==> config.mk <==
export PLATFORM = sky130hd
export DESIGN_NAME = ffe_top
export DESIGN_NICKNAME = d
export VERILOG_FILES = /design/src/verilog/ffe_dsp_pkg.sv /design/src/verilog/ffe_bus_pkg.sv /design/src/verilog/ffe_csr.sv /design/src/verilog/ffe_mac_array.sv /design/src/verilog/ffe_result_stage.sv /design/src/verilog/ffe_top.sv
export VERILOG_INCLUDE_DIRS = /design/src /design/src/verilog
export SDC_FILE = /design/constraint.sdc
export NUM_CORES = 2
export LEC_CHECK = 0
export BUFFER_PORTS_ARGS = -buffer_cell sky130_fd_sc_hd__buf_2
export CORE_ASPECT_RATIO = 1.4
export CORE_UTILIZATION = 29
export CTS_CLUSTER_SIZE = 30
export DETAILED_ROUTE_END_ITERATION = 8
export HOLD_SLACK_MARGIN = 0.12
export PLACE_DENSITY = 0.39
export SLEW_MARGIN = 30
export SYNTH_ARGS = -nofsm -noshare
export SYNTH_HDL_FRONTEND = slang
export SYNTH_HIERARCHICAL = 1
export SYNTH_SLANG_ARGS = --single-unit
export TNS_END_PERCENT = 1
==> constraint.sdc <==
create_clock -name clk -period 15.5 [get_ports clk]
set_input_delay 0.775 -clock clk [delete_from_list [all_inputs] [get_ports clk]]
set_output_delay 0.775 -clock clk [all_outputs]
set_load 0.02 [all_outputs]
==> src/verilog/ffe_config.svh <==
`ifndef FFE_CONFIG_SVH
`define FFE_CONFIG_SVH

// Equalizer geometry. FFE_LENGTH must not exceed FFE_WIDTH.
`define FFE_LENGTH        4
`define FFE_WIDTH         4

// Datapath widths, all signed except the shift.
`define FFE_CODE_BITS     8
`define FFE_WEIGHT_BITS   10
`define FFE_RESULT_BITS   8
`define FFE_SHIFT_BITS    4

// AXI4-Lite byte address width.
`define FFE_ADDR_BITS     8

// Weight (tap i, channel j) sits at FFE_WEIGHT_BASE + 4*(i*FFE_WIDTH + j).
`define FFE_WEIGHT_BASE   'h00

// Shift for channel j sits at FFE_SHIFT_BASE + 4*j.
`define FFE_SHIFT_BASE    'h40

`endif

==> src/verilog/ffe_dsp_pkg.sv <==
`include "ffe_config.svh"

package ffe_dsp_pkg;

   // Signed ADC code.
   typedef logic signed [`FFE_CODE_BITS-1:0] code_t;

   // Signed tap weight.
   typedef logic signed [`FFE_WEIGHT_BITS-1:0] weight_t;

   // Full-precision code times weight.
   typedef logic signed [`FFE_CODE_BITS+`FFE_WEIGHT_BITS-1:0] product_t;

   // Tap sum, two guard bits over a product.
   typedef logic signed [`FFE_CODE_BITS+`FFE_WEIGHT_BITS+1:0] acc_t;

   // Equalized output sample.
   typedef logic signed [`FFE_RESULT_BITS-1:0] result_t;

   // Right shift amount.
   typedef logic [`FFE_SHIFT_BITS-1:0] shift_t;

endpackage

==> src/verilog/ffe_bus_pkg.sv <==
`include "ffe_config.svh"

package ffe_bus_pkg;

   // Byte address on the register bus.
   typedef logic [`FFE_ADDR_BITS-1:0] axi_addr_t;

   // Register data word.
   typedef logic [31:0] axi_data_t;

   // Response code.
   typedef logic [1:0] axi_resp_t;

   localparam axi_resp_t RESP_OKAY   = 2'b00;
   localparam axi_resp_t RESP_SLVERR = 2'b10;

   // Shared by the write and the read channel FSMs.
   typedef enum logic {
      IDLE,
      RESP
   } bus_state_e;

endpackage

==> src/verilog/ffe_csr.sv <==
`timescale 1ns/100ps
`include "ffe_config.svh"

module ffe_csr (
   input  logic                   clk,
   input  logic                   rst_n,
   input  ffe_bus_pkg::axi_addr_t awaddr,
   input  logic                   awvalid,
   output logic                   awready,
   input  ffe_bus_pkg::axi_data_t wdata,
   input  logic [3:0]             wstrb,
   input  logic                   wvalid,
   output logic                   wready,
   output ffe_bus_pkg::axi_resp_t bresp,
   output logic                   bvalid,
   input  logic                   bready,
   input  ffe_bus_pkg::axi_addr_t araddr,
   input  logic                   arvalid,
   output logic                   arready,
   output ffe_bus_pkg::axi_data_t rdata,
   output ffe_bus_pkg::axi_resp_t rresp,
   output logic                   rvalid,
   input  logic                   rready,
   output ffe_dsp_pkg::weight_t   weights [`FFE_LENGTH-1:0][`FFE_WIDTH-1:0],
   output ffe_dsp_pkg::shift_t    shifts  [`FFE_WIDTH-1:0]
);
   import ffe_bus_pkg::*;
   import ffe_dsp_pkg::*;

   localparam int NUM_WEIGHTS = `FFE_LENGTH * `FFE_WIDTH;

   // Word-aligned hit inside a window of words registers.
   function automatic logic in_window(input axi_addr_t a, input axi_addr_t base,
                                      input int words);
      axi_addr_t off;
      off = a - base;
      return (off[1:0] == 2'b00) && (off < axi_addr_t'(4 * words));
   endfunction

   function automatic int word_index(input axi_addr_t a, input axi_addr_t base);
      axi_addr_t off;
      off = a - base;
      return int'(off >> 2);
   endfunction

   bus_state_e wr_state;
   bus_state_e rd_state;
   logic       wr_go;
   logic       ar_go;
   logic       aw_weight;
   logic       aw_shift;
   logic       ar_weight;
   logic       ar_shift;
   int         aw_widx;
   int         aw_sidx;
   int         ar_widx;
   int         ar_sidx;
   axi_data_t  rd_word;

   // Address decode for both channels.
   assign aw_weight = in_window(awaddr, axi_addr_t'(`FFE_WEIGHT_BASE), NUM_WEIGHTS);
   assign aw_shift  = in_window(awaddr, axi_addr_t'(`FFE_SHIFT_BASE), `FFE_WIDTH);
   assign aw_widx   = word_index(awaddr, axi_addr_t'(`FFE_WEIGHT_BASE));
   assign aw_sidx   = word_index(awaddr, axi_addr_t'(`FFE_SHIFT_BASE));
   assign ar_weight = in_window(araddr, axi_addr_t'(`FFE_WEIGHT_BASE), NUM_WEIGHTS);
   assign ar_shift  = in_window(araddr, axi_addr_t'(`FFE_SHIFT_BASE), `FFE_WIDTH);
   assign ar_widx   = word_index(araddr, axi_addr_t'(`FFE_WEIGHT_BASE));
   assign ar_sidx   = word_index(araddr, axi_addr_t'(`FFE_SHIFT_BASE));

   // Address and data are taken together in one cycle.
   assign wr_go   = (wr_state == IDLE) && awvalid && wvalid;
   assign awready = wr_go;
   assign wready  = wr_go;
   assign ar_go   = (rd_state == IDLE) && arvalid && arready;

   always_ff @(posedge clk or negedge rst_n) begin
      if (!rst_n) begin
         wr_state <= IDLE;
         bvalid   <= 1'b0;
      end else begin
         case (wr_state)
            IDLE: begin
               if (wr_go) begin
                  wr_state <= RESP;
                  bvalid   <= 1'b1;
               end
            end
            RESP: begin
               if (bready) begin
                  wr_state <= IDLE;
                  bvalid   <= 1'b0;
               end
            end
            default: wr_state <= IDLE;
         endcase
      end
   end

   always_ff @(posedge clk) begin
      if (wr_go) bresp <= (aw_weight || aw_shift) ? RESP_OKAY : RESP_SLVERR;
   end

   // Unmapped writes fall through both loops.
   always_ff @(posedge clk or negedge rst_n) begin
      if (!rst_n) begin
         for (int t = 0; t < `FFE_LENGTH; t++) begin
            for (int c = 0; c < `FFE_WIDTH; c++) weights[t][c] <= '0;
         end
         for (int c = 0; c < `FFE_WIDTH; c++) shifts[c] <= '0;
      end else if (wr_go) begin
         for (int t = 0; t < `FFE_LENGTH; t++) begin
            for (int c = 0; c < `FFE_WIDTH; c++) begin
               if (aw_weight && aw_widx == t * `FFE_WIDTH + c)
                  weights[t][c] <= weight_t'(wdata[`FFE_WEIGHT_BITS-1:0]);
            end
         end
         for (int c = 0; c < `FFE_WIDTH; c++) begin
            if (aw_shift && aw_sidx == c) shifts[c] <= shift_t'(wdata[`FFE_SHIFT_BITS-1:0]);
         end
      end
   end

   // Weights sign-extend, shifts zero-extend.
   always_comb begin
      rd_word = '0;
      for (int t = 0; t < `FFE_LENGTH; t++) begin
         for (int c = 0; c < `FFE_WIDTH; c++) begin
            if (ar_weight && ar_widx == t * `FFE_WIDTH + c) rd_word = 32'(weights[t][c]);
         end
      end
      for (int c = 0; c < `FFE_WIDTH; c++) begin
         if (ar_shift && ar_sidx == c) rd_word = 32'(shifts[c]);
      end
   end

   always_ff @(posedge clk or negedge rst_n) begin
      if (!rst_n) begin
         rd_state <= IDLE;
         arready  <= 1'b0;             // Rises one cycle after reset.
         rvalid   <= 1'b0;
      end else begin
         case (rd_state)
            IDLE: begin
               arready <= 1'b1;
               if (ar_go) begin
                  rd_state <= RESP;
                  arready  <= 1'b0;
                  rvalid   <= 1'b1;
               end
            end
            RESP: begin
               if (rready) begin
                  rd_state <= IDLE;
                  arready  <= 1'b1;
                  rvalid   <= 1'b0;
               end
            end
            default: rd_state <= IDLE;
         endcase
      end
   end

   always_ff @(posedge clk) begin
      if (ar_go) begin
         rdata <= rd_word;
         rresp <= (ar_weight || ar_shift) ? RESP_OKAY : RESP_SLVERR;
      end
   end

endmodule

==> src/verilog/ffe_mac_array.sv <==
`timescale 1ns/100ps
`include "ffe_config.svh"

module ffe_mac_array (
   input  logic                 clk,
   input  logic                 rst_n,
   input  logic                 in_valid,
   input  ffe_dsp_pkg::code_t   in_codes [`FFE_WIDTH-1:0],
   input  ffe_dsp_pkg::weight_t weights  [`FFE_LENGTH-1:0][`FFE_WIDTH-1:0],
   output logic                 acc_valid,
   output ffe_dsp_pkg::acc_t    acc      [`FFE_WIDTH-1:0]
);
   import ffe_dsp_pkg::*;

   code_t    cur_codes  [`FFE_WIDTH-1:0];   // Latest valid block.
   code_t    prev_codes [`FFE_WIDTH-1:0];   // The valid block before it.
   logic     blk_valid;
   code_t    tap_x      [`FFE_WIDTH-1:0][`FFE_LENGTH-1:0];
   product_t prod       [`FFE_WIDTH-1:0][`FFE_LENGTH-1:0];
   logic     prod_valid;
   acc_t     tap_sum    [`FFE_WIDTH-1:0];

   // Input register. History moves only on valid blocks, so idle cycles are skipped.
   always_ff @(posedge clk or negedge rst_n) begin
      if (!rst_n) begin
         blk_valid <= 1'b0;
         for (int j = 0; j < `FFE_WIDTH; j++) begin
            cur_codes[j]  <= '0;
            prev_codes[j] <= '0;
         end
      end else begin
         blk_valid <= in_valid;
         if (in_valid) begin
            cur_codes  <= in_codes;
            prev_codes <= cur_codes;
         end
      end
   end

   // Tap i of channel j sees serial sample k-i.
   for (genvar j = 0; j < `FFE_WIDTH; j++) begin : g_ch
      for (genvar i = 0; i < `FFE_LENGTH; i++) begin : g_tap
         if (i <= j) begin : g_cur
            assign tap_x[j][i] = cur_codes[j-i];
         end else begin : g_hist
            assign tap_x[j][i] = prev_codes[`FFE_WIDTH+j-i];   // Older block.
         end
      end
   end

   // Stage one: all products.
   always_ff @(posedge clk) begin
      if (blk_valid) begin
         for (int j = 0; j < `FFE_WIDTH; j++) begin
            for (int i = 0; i < `FFE_LENGTH; i++) begin
               prod[j][i] <= product_t'(tap_x[j][i]) * product_t'(weights[i][j]);
            end
         end
      end
   end

   always_comb begin
      for (int j = 0; j < `FFE_WIDTH; j++) begin
         tap_sum[j] = '0;
         for (int i = 0; i < `FFE_LENGTH; i++) tap_sum[j] = tap_sum[j] + acc_t'(prod[j][i]);
      end
   end

   // Stage two: per-channel sums.
   always_ff @(posedge clk) begin
      if (prod_valid) acc <= tap_sum;
   end

   always_ff @(posedge clk or negedge rst_n) begin
      if (!rst_n) begin
         prod_valid <= 1'b0;
         acc_valid  <= 1'b0;
      end else begin
         prod_valid <= blk_valid;
         acc_valid  <= prod_valid;
      end
   end

endmodule

==> src/verilog/ffe_result_stage.sv <==
`timescale 1ns/100ps
`include "ffe_config.svh"

module ffe_result_stage (
   input  logic                  clk,
   input  logic                  rst_n,
   input  logic                  acc_valid,
   input  ffe_dsp_pkg::acc_t     acc         [`FFE_WIDTH-1:0],
   input  ffe_dsp_pkg::shift_t   shifts      [`FFE_WIDTH-1:0],
   output logic                  out_valid,
   output ffe_dsp_pkg::result_t  out_results [`FFE_WIDTH-1:0]
);
   import ffe_dsp_pkg::*;

   // Result range expressed in accumulator precision.
   localparam acc_t SAT_MAX = acc_t'(2 ** (`FFE_RESULT_BITS - 1) - 1);
   localparam acc_t SAT_MIN = acc_t'(-(2 ** (`FFE_RESULT_BITS - 1)));

   acc_t    shifted [`FFE_WIDTH-1:0];
   result_t clamped [`FFE_WIDTH-1:0];

   always_comb begin
      for (int j = 0; j < `FFE_WIDTH; j++) begin
         shifted[j] = acc[j] >>> shifts[j];     // Floor, no rounding.
         if (shifted[j] > SAT_MAX)
            clamped[j] = result_t'(SAT_MAX);
         else if (shifted[j] < SAT_MIN)
            clamped[j] = result_t'(SAT_MIN);
         else
            clamped[j] = result_t'(shifted[j]);
      end
   end

   always_ff @(posedge clk) begin
      if (acc_valid) out_results <= clamped;
   end

   always_ff @(posedge clk or negedge rst_n) begin
      if (!rst_n) out_valid <= 1'b0;
      else        out_valid <= acc_valid;
   end

endmodule

==> src/verilog/ffe_top.sv <==
`timescale 1ns/100ps
`include "ffe_config.svh"

module ffe_top (
   input  logic                   clk,
   input  logic                   rst_n,
   input  ffe_bus_pkg::axi_addr_t awaddr,
   input  logic                   awvalid,
   output logic                   awready,
   input  ffe_bus_pkg::axi_data_t wdata,
   input  logic [3:0]             wstrb,
   input  logic                   wvalid,
   output logic                   wready,
   output ffe_bus_pkg::axi_resp_t bresp,
   output logic                   bvalid,
   input  logic                   bready,
   input  ffe_bus_pkg::axi_addr_t araddr,
   input  logic                   arvalid,
   output logic                   arready,
   output ffe_bus_pkg::axi_data_t rdata,
   output ffe_bus_pkg::axi_resp_t rresp,
   output logic                   rvalid,
   input  logic                   rready,
   input  logic                   in_valid,
   input  ffe_dsp_pkg::code_t     in_codes    [`FFE_WIDTH-1:0],
   output logic                   out_valid,
   output ffe_dsp_pkg::result_t   out_results [`FFE_WIDTH-1:0]
);
   import ffe_dsp_pkg::*;

   weight_t weights [`FFE_LENGTH-1:0][`FFE_WIDTH-1:0];
   shift_t  shifts  [`FFE_WIDTH-1:0];
   logic    acc_valid;
   acc_t    acc     [`FFE_WIDTH-1:0];

   // Register decode.
   ffe_csr u_csr (
      .clk     (clk),
      .rst_n   (rst_n),
      .awaddr  (awaddr),
      .awvalid (awvalid),
      .awready (awready),
      .wdata   (wdata),
      .wstrb   (wstrb),
      .wvalid  (wvalid),
      .wready  (wready),
      .bresp   (bresp),
      .bvalid  (bvalid),
      .bready  (bready),
      .araddr  (araddr),
      .arvalid (arvalid),
      .arready (arready),
      .rdata   (rdata),
      .rresp   (rresp),
      .rvalid  (rvalid),
      .rready  (rready),
      .weights (weights),
      .shifts  (shifts)
   );

   ffe_mac_array u_mac (
      .clk       (clk),
      .rst_n     (rst_n),
      .in_valid  (in_valid),
      .in_codes  (in_codes),
      .weights   (weights),
      .acc_valid (acc_valid),
      .acc       (acc)
   );

   ffe_result_stage u_result (
      .clk         (clk),
      .rst_n       (rst_n),
      .acc_valid   (acc_valid),
      .acc         (acc),
      .shifts      (shifts),
      .out_valid   (out_valid),
      .out_results (out_results)
   );

endmodule

==> flow_summary.rst <==
.. list-table::
   :header-rows: 1

   * - Metric
     - Value
   * - Pint
     - between 0.004 and 0.005 W
   * - Number of standard cells in the layout, taps in and fillers out
     - 11,800
   * - Required @ worst endpoint
     - about 16 ns
   * - Cell repeated most along the worst path
     - sky130_fd_sc_hd__fa_1
   * - Wire length of the first global-routing pass
     - roughly 380 mm
   * - Total of endpoints with negative setup slack in the final report
     - 0
   * - End point of the worst hold path
     - u_csr/wr_state
   * - Drt first-iter violations
     - ~2,700
   * - Warnings from Yosys
     - 6
   * - Number of antenna violations at the first check in global routing
     - 27
   * - First-pass detailed-route iteration total
     - 5
   * - Via count of the first global-routing pass
     - 60,800
   * - Reg-to-reg setup timing slack
     - between 9 and 10 ns
   * - Number of maximum-capacitance violations
     - 0
   * - Highest Clock Rate
     - roughly 160 MHz
   * - Slew at the pin closest to its max-slew limit
     - around 1 ns
   * - Switch Pwr
     - 0.00276 W
   * - Area of the die
     - 287,000 um2
   * - Hold Path Stages
     - 2
   * - Count of final hold-check violations
     - 0
   * - RSZ-0062 raised after global routing
     - false
   * - Leakage component of the power
     - 42.0 nW
   * - Post-DR wirelength/cell
     - 21.2 um
   * - Worst path max stage delay
     - 0.82 ns
   * - Post-synth EDFFs
     - 412
   * - Peak supply drop
     - 0.0000782 V
   * - Power density over cell area
     - between 80 and 90 nW/um2
   * - Number of setup buffers added after CTS
     - 0
   * - Synth Instances
     - 7,967
   * - CTS Buf Count
     - 86
   * - Crit Reg-Reg Endpoint
     - u_mac/prod[2][52]
   * - Detailed-route DRC error count
     - 0
   * - Average footprint of a synthesized cell
     - 10.4 um2
   * - Ys async rst share
     - ~37%
   * - Switching fraction of total power
     - 37.8%
   * - Startpoint of the worst hold path
     - bready
   * - Skew final
     - 0.0414 ns
   * - Master of the slowest instance on the critical path
     - sky130_fd_sc_hd__dfrtp_1
   * - Worst R2R Start
     - u_mac/cur_codes[7]
   * - All-Layer GR Usage
     - 17.8%
   * - Data arrival time of the critical path
     - ~6.7 ns
   * - Synthesized cell area
     - 82,500 um2
   * - Startpoint types
     - flop
   * - Worst R2R Path Depth
     - 17
   * - Comb pwr share
     - 36.5%
   * - Clock latency of the later-clocked register in the worst-skew pair
     - 0.73 ns
   * - H-tree level count
     - 3
   * - Seq pwr share
     - 34.7%
   * - Worst hold slack across all endpoints
     - ~0.26 ns
   * - Dominant cells by area after synthesis
     - sky130_fd_sc_hd__fa_1, sky130_fd_sc_hd__edfxtp_1, sky130_fd_sc_hd__ha_1, sky130_fd_sc_hd__dfrtp_1, sky130_fd_sc_hd__inv_1
   * - Via-per-instance ratio
     - 4.73
   * - Port buffer count
     - 137
   * - Sinks on the clock net
     - 653
   * - Total Wirelength
     - ~250 mm
   * - Total number of vias
     - 55,900
   * - Clk pin slew, worst setup/hold paths
     - 0.06 ns
   * - Die Y
     - 633 um
   * - Min Clock Period, post-route
     - between 6 and 7 ns
   * - Relative contribution of the clock network to total power
     - 28.7%
   * - Number of register bits inferred by synthesis
     - 653
   * - Most frequent cell after synthesis
     - sky130_fd_sc_hd__inv_1
   * - Die width
     - 453 um
   * - Deepest clock path buffer count
     - 3
   * - Area leader, netlist
     - sky130_fd_sc_hd__fa_1
   * - Clock tree from TritonCTS
     - done
   * - Layout cell share with drive strength beyond 1
     - 9.58%
   * - Core region area
     - 283,000 um2
   * - Synth unique cells
     - between 100 and 150
   * - CTS Root Cell
     - sky130_fd_sc_hd__clkbuf_16
   * - Placed cells
     - 11,600
   * - Post-synth top area share
     - 29.6%
   * - Tightest slew margin relative to the limit
     - 34.0%
   * - Leading cell types by count after synthesis
     - sky130_fd_sc_hd__inv_1, sky130_fd_sc_hd__fa_1, sky130_fd_sc_hd__and2_1
   * - Number of pins exceeding their max-slew limit in the final report
     - 0
   * - Flip-flop cell with the highest count after synthesis
     - sky130_fd_sc_hd__edfxtp_1
   * - Sequential-to-total area share from yosys stat
     - 22.3%
   * - Outcome
     - completed
   * - Routability congestion estimate from global placement
     - 0.881
   * - Maximum number of pins on one net before global-route repair
     - between 70 and 80
   * - Element type at the critical path end
     - flop
   * - Largest driver fanout on the critical path
     - 26
   * - Site Rows
     - 231
   * - GR Overflow Total
     - 0
   * - Critical path start-end classification
     - flop to flop
   * - Critical path, cell by cell
     - clkinv_1 -> buf_4 -> fa_1 -> fa_1 -> inv_1 -> fa_1 -> inv_1 -> fa_1 -> inv_1 -> ha_1 -> o21a_1 -> o31a_1 -> or3_4 -> a311o_1 -> a21o_1 -> a21oi_2 -> xnor2_1
   * - Detail Route Antenna Nets
     - 0
   * - Starting density of the core
     - between 20% and 30%
   * - Hold crit path type
     - input port to flop
   * - Number of top-level pins
     - 166
   * - NumNets Final
     - 9,913
   * - Part of the cycle the worst path needs
     - 40.3%
   * - Area growth from synthesis to layout
     - 9.41%
   * - Total Neg Setup Slack
     - 0 ns
   * - HPWL Detailed
     - 203 mm
[state kept, by name (all words and copies together) (netlist names), 10 cells and up]
name                  flops
u_result/out_results     32
u_csr/rdata              10
u_mac/prev_codes         24
u_mac/cur_codes          32
u_csr/shifts             16
u_mac/acc                80
u_mac/prod              288
u_csr/weights           160
[routing by layer]
layer  wire length, um  vias to the layer above  GRT usage [%]
li1                  -                    25600              -
met1            103000                    29200           21.6
met2            131000                      871           32.8
met3              7650                      269           1.68
met4              7780                        8           5.42
met5                48                        -              0
[placed cells by master, fill, tap and decap left out, types with 67 or more instances in the layout]
cell | netlist | routed
sky130_fd_sc_hd__nor2_1 | 333 | 332
sky130_fd_sc_hd__edfxtp_1 | 412 | 412
sky130_fd_sc_hd__xnor2_1 | 248 | 248
sky130_fd_sc_hd__clkbuf_16 | 0 | 90
sky130_fd_sc_hd__and2_1 | 776 | 776
sky130_fd_sc_hd__buf_2 | 37 | 134
sky130_fd_sc_hd__dfrtp_1 | 241 | 228
sky130_fd_sc_hd__nand3_1 | 67 | 67
sky130_fd_sc_hd__inv_1 | 1555 | 1555
sky130_fd_sc_hd__fa_1 | 1220 | 1220
sky130_fd_sc_hd__mux4_2 | 88 | 88
sky130_fd_sc_hd__nand2_1 | 530 | 530
sky130_fd_sc_hd__a21oi_1 | 201 | 201
sky130_fd_sc_hd__buf_4 | 28 | 71
sky130_fd_sc_hd__mux2i_1 | 90 | 90
sky130_fd_sc_hd__a21o_1 | 72 | 72
sky130_fd_sc_hd__mux2_2 | 272 | 272
sky130_fd_sc_hd__ha_1 | 604 | 604
sky130_fd_sc_hd__xor2_1 | 71 | 71
sky130_fd_sc_hd__o21ai_0 | 117 | 117
[layout make-up]
cell class / count / area [um2]
Fill cell: 29100 / 193000
Clock buffer: 109 / 2390
Clock inverter: 53 / 536
Inverter: 1566 / 5880
Multi-Input combinational cell: 5480 / 57100
Antenna cell: 15 / 37.5
Sequential cell: 653 / 18400
Timing Repair Buffer: 210 / 1270
Tap cell: 3728 / 4660
[per-stage QoR]
step | util (%) | cell area, um2 | power [W] | worst slack (ns)
floorplan | - | 82500 | 0.00442 | 8.60
global placement | 30.8 | 87200 | 0.00528 | 9.19
detailed placement | 30.8 | 87300 | 0.00528 | 9.17
CTS | 31.9 | 90200 | 0.00747 | 9.14
global route | 31.9 | 90200 | 0.00786 | 8.99
finish | 31.9 | 90300 | 0.00732 | 9.25
[power by group through the flow]
stage               sequential, W  combinational (W)  clock (W)
finish                    0.00254            0.00267    0.00210
floorplan                 0.00242            0.00200          0
global placement          0.00259            0.00269          0
global route              0.00259            0.00302    0.00225
CTS                       0.00256            0.00272    0.00219
detailed placement        0.00259            0.00269          0
[worst max-delay path: cells and delay by family (launching register included)]
family | cells | cell delay, ns
flops | 1 | 0.82
compound gates | 5 | 0.96
buf+inv | 5 | 1.27
simple gates | 1 | 0.35
xor+xnor | 1 | 0.08
fa+ha+maj | 5 | 2.46
[cells by family (layout without fill, tap and decap cells)]
group	after synthesis	after routing	share of synthesized area [%]
multiplexers	455	455	7.32
flip-flops	653	653	22.3
AO/OA/AOI/OAI	835	835	6.76
other	1	17	0.00455
XOR/XNOR	319	319	3.39
AND/OR/NAND/NOR	2045	2045	12.9
buffers and inverters	1835	1938	8.56
adder cells (fa/ha/maj)	1824	1824	38.8
[timing repair]
action | 4_1_cts | 5_1_grt
gates resized for setup | 0 | 0
hold endpoints to repair | 47 | 0
hold buffers | 1 | 0
[how the worst max path moves through the flow]
stage                     cells past startpoint           endpoint               start
after CTS                                    17  u_mac/prod[2][52]  u_mac/cur_codes[7]
final                                        17  u_mac/prod[2][52]  u_mac/cur_codes[7]
after detailed placement                     17  u_mac/prod[2][52]  u_mac/cur_codes[7]
after floorplan                               0   u_mac/prod_valid     u_mac/blk_valid
after global placement                       17  u_mac/prod[2][52]  u_mac/cur_codes[7]
after global routing                         17  u_mac/prod[0][17]  u_mac/cur_codes[7]
Note: power is estimated with default switching activity, not from simulation.
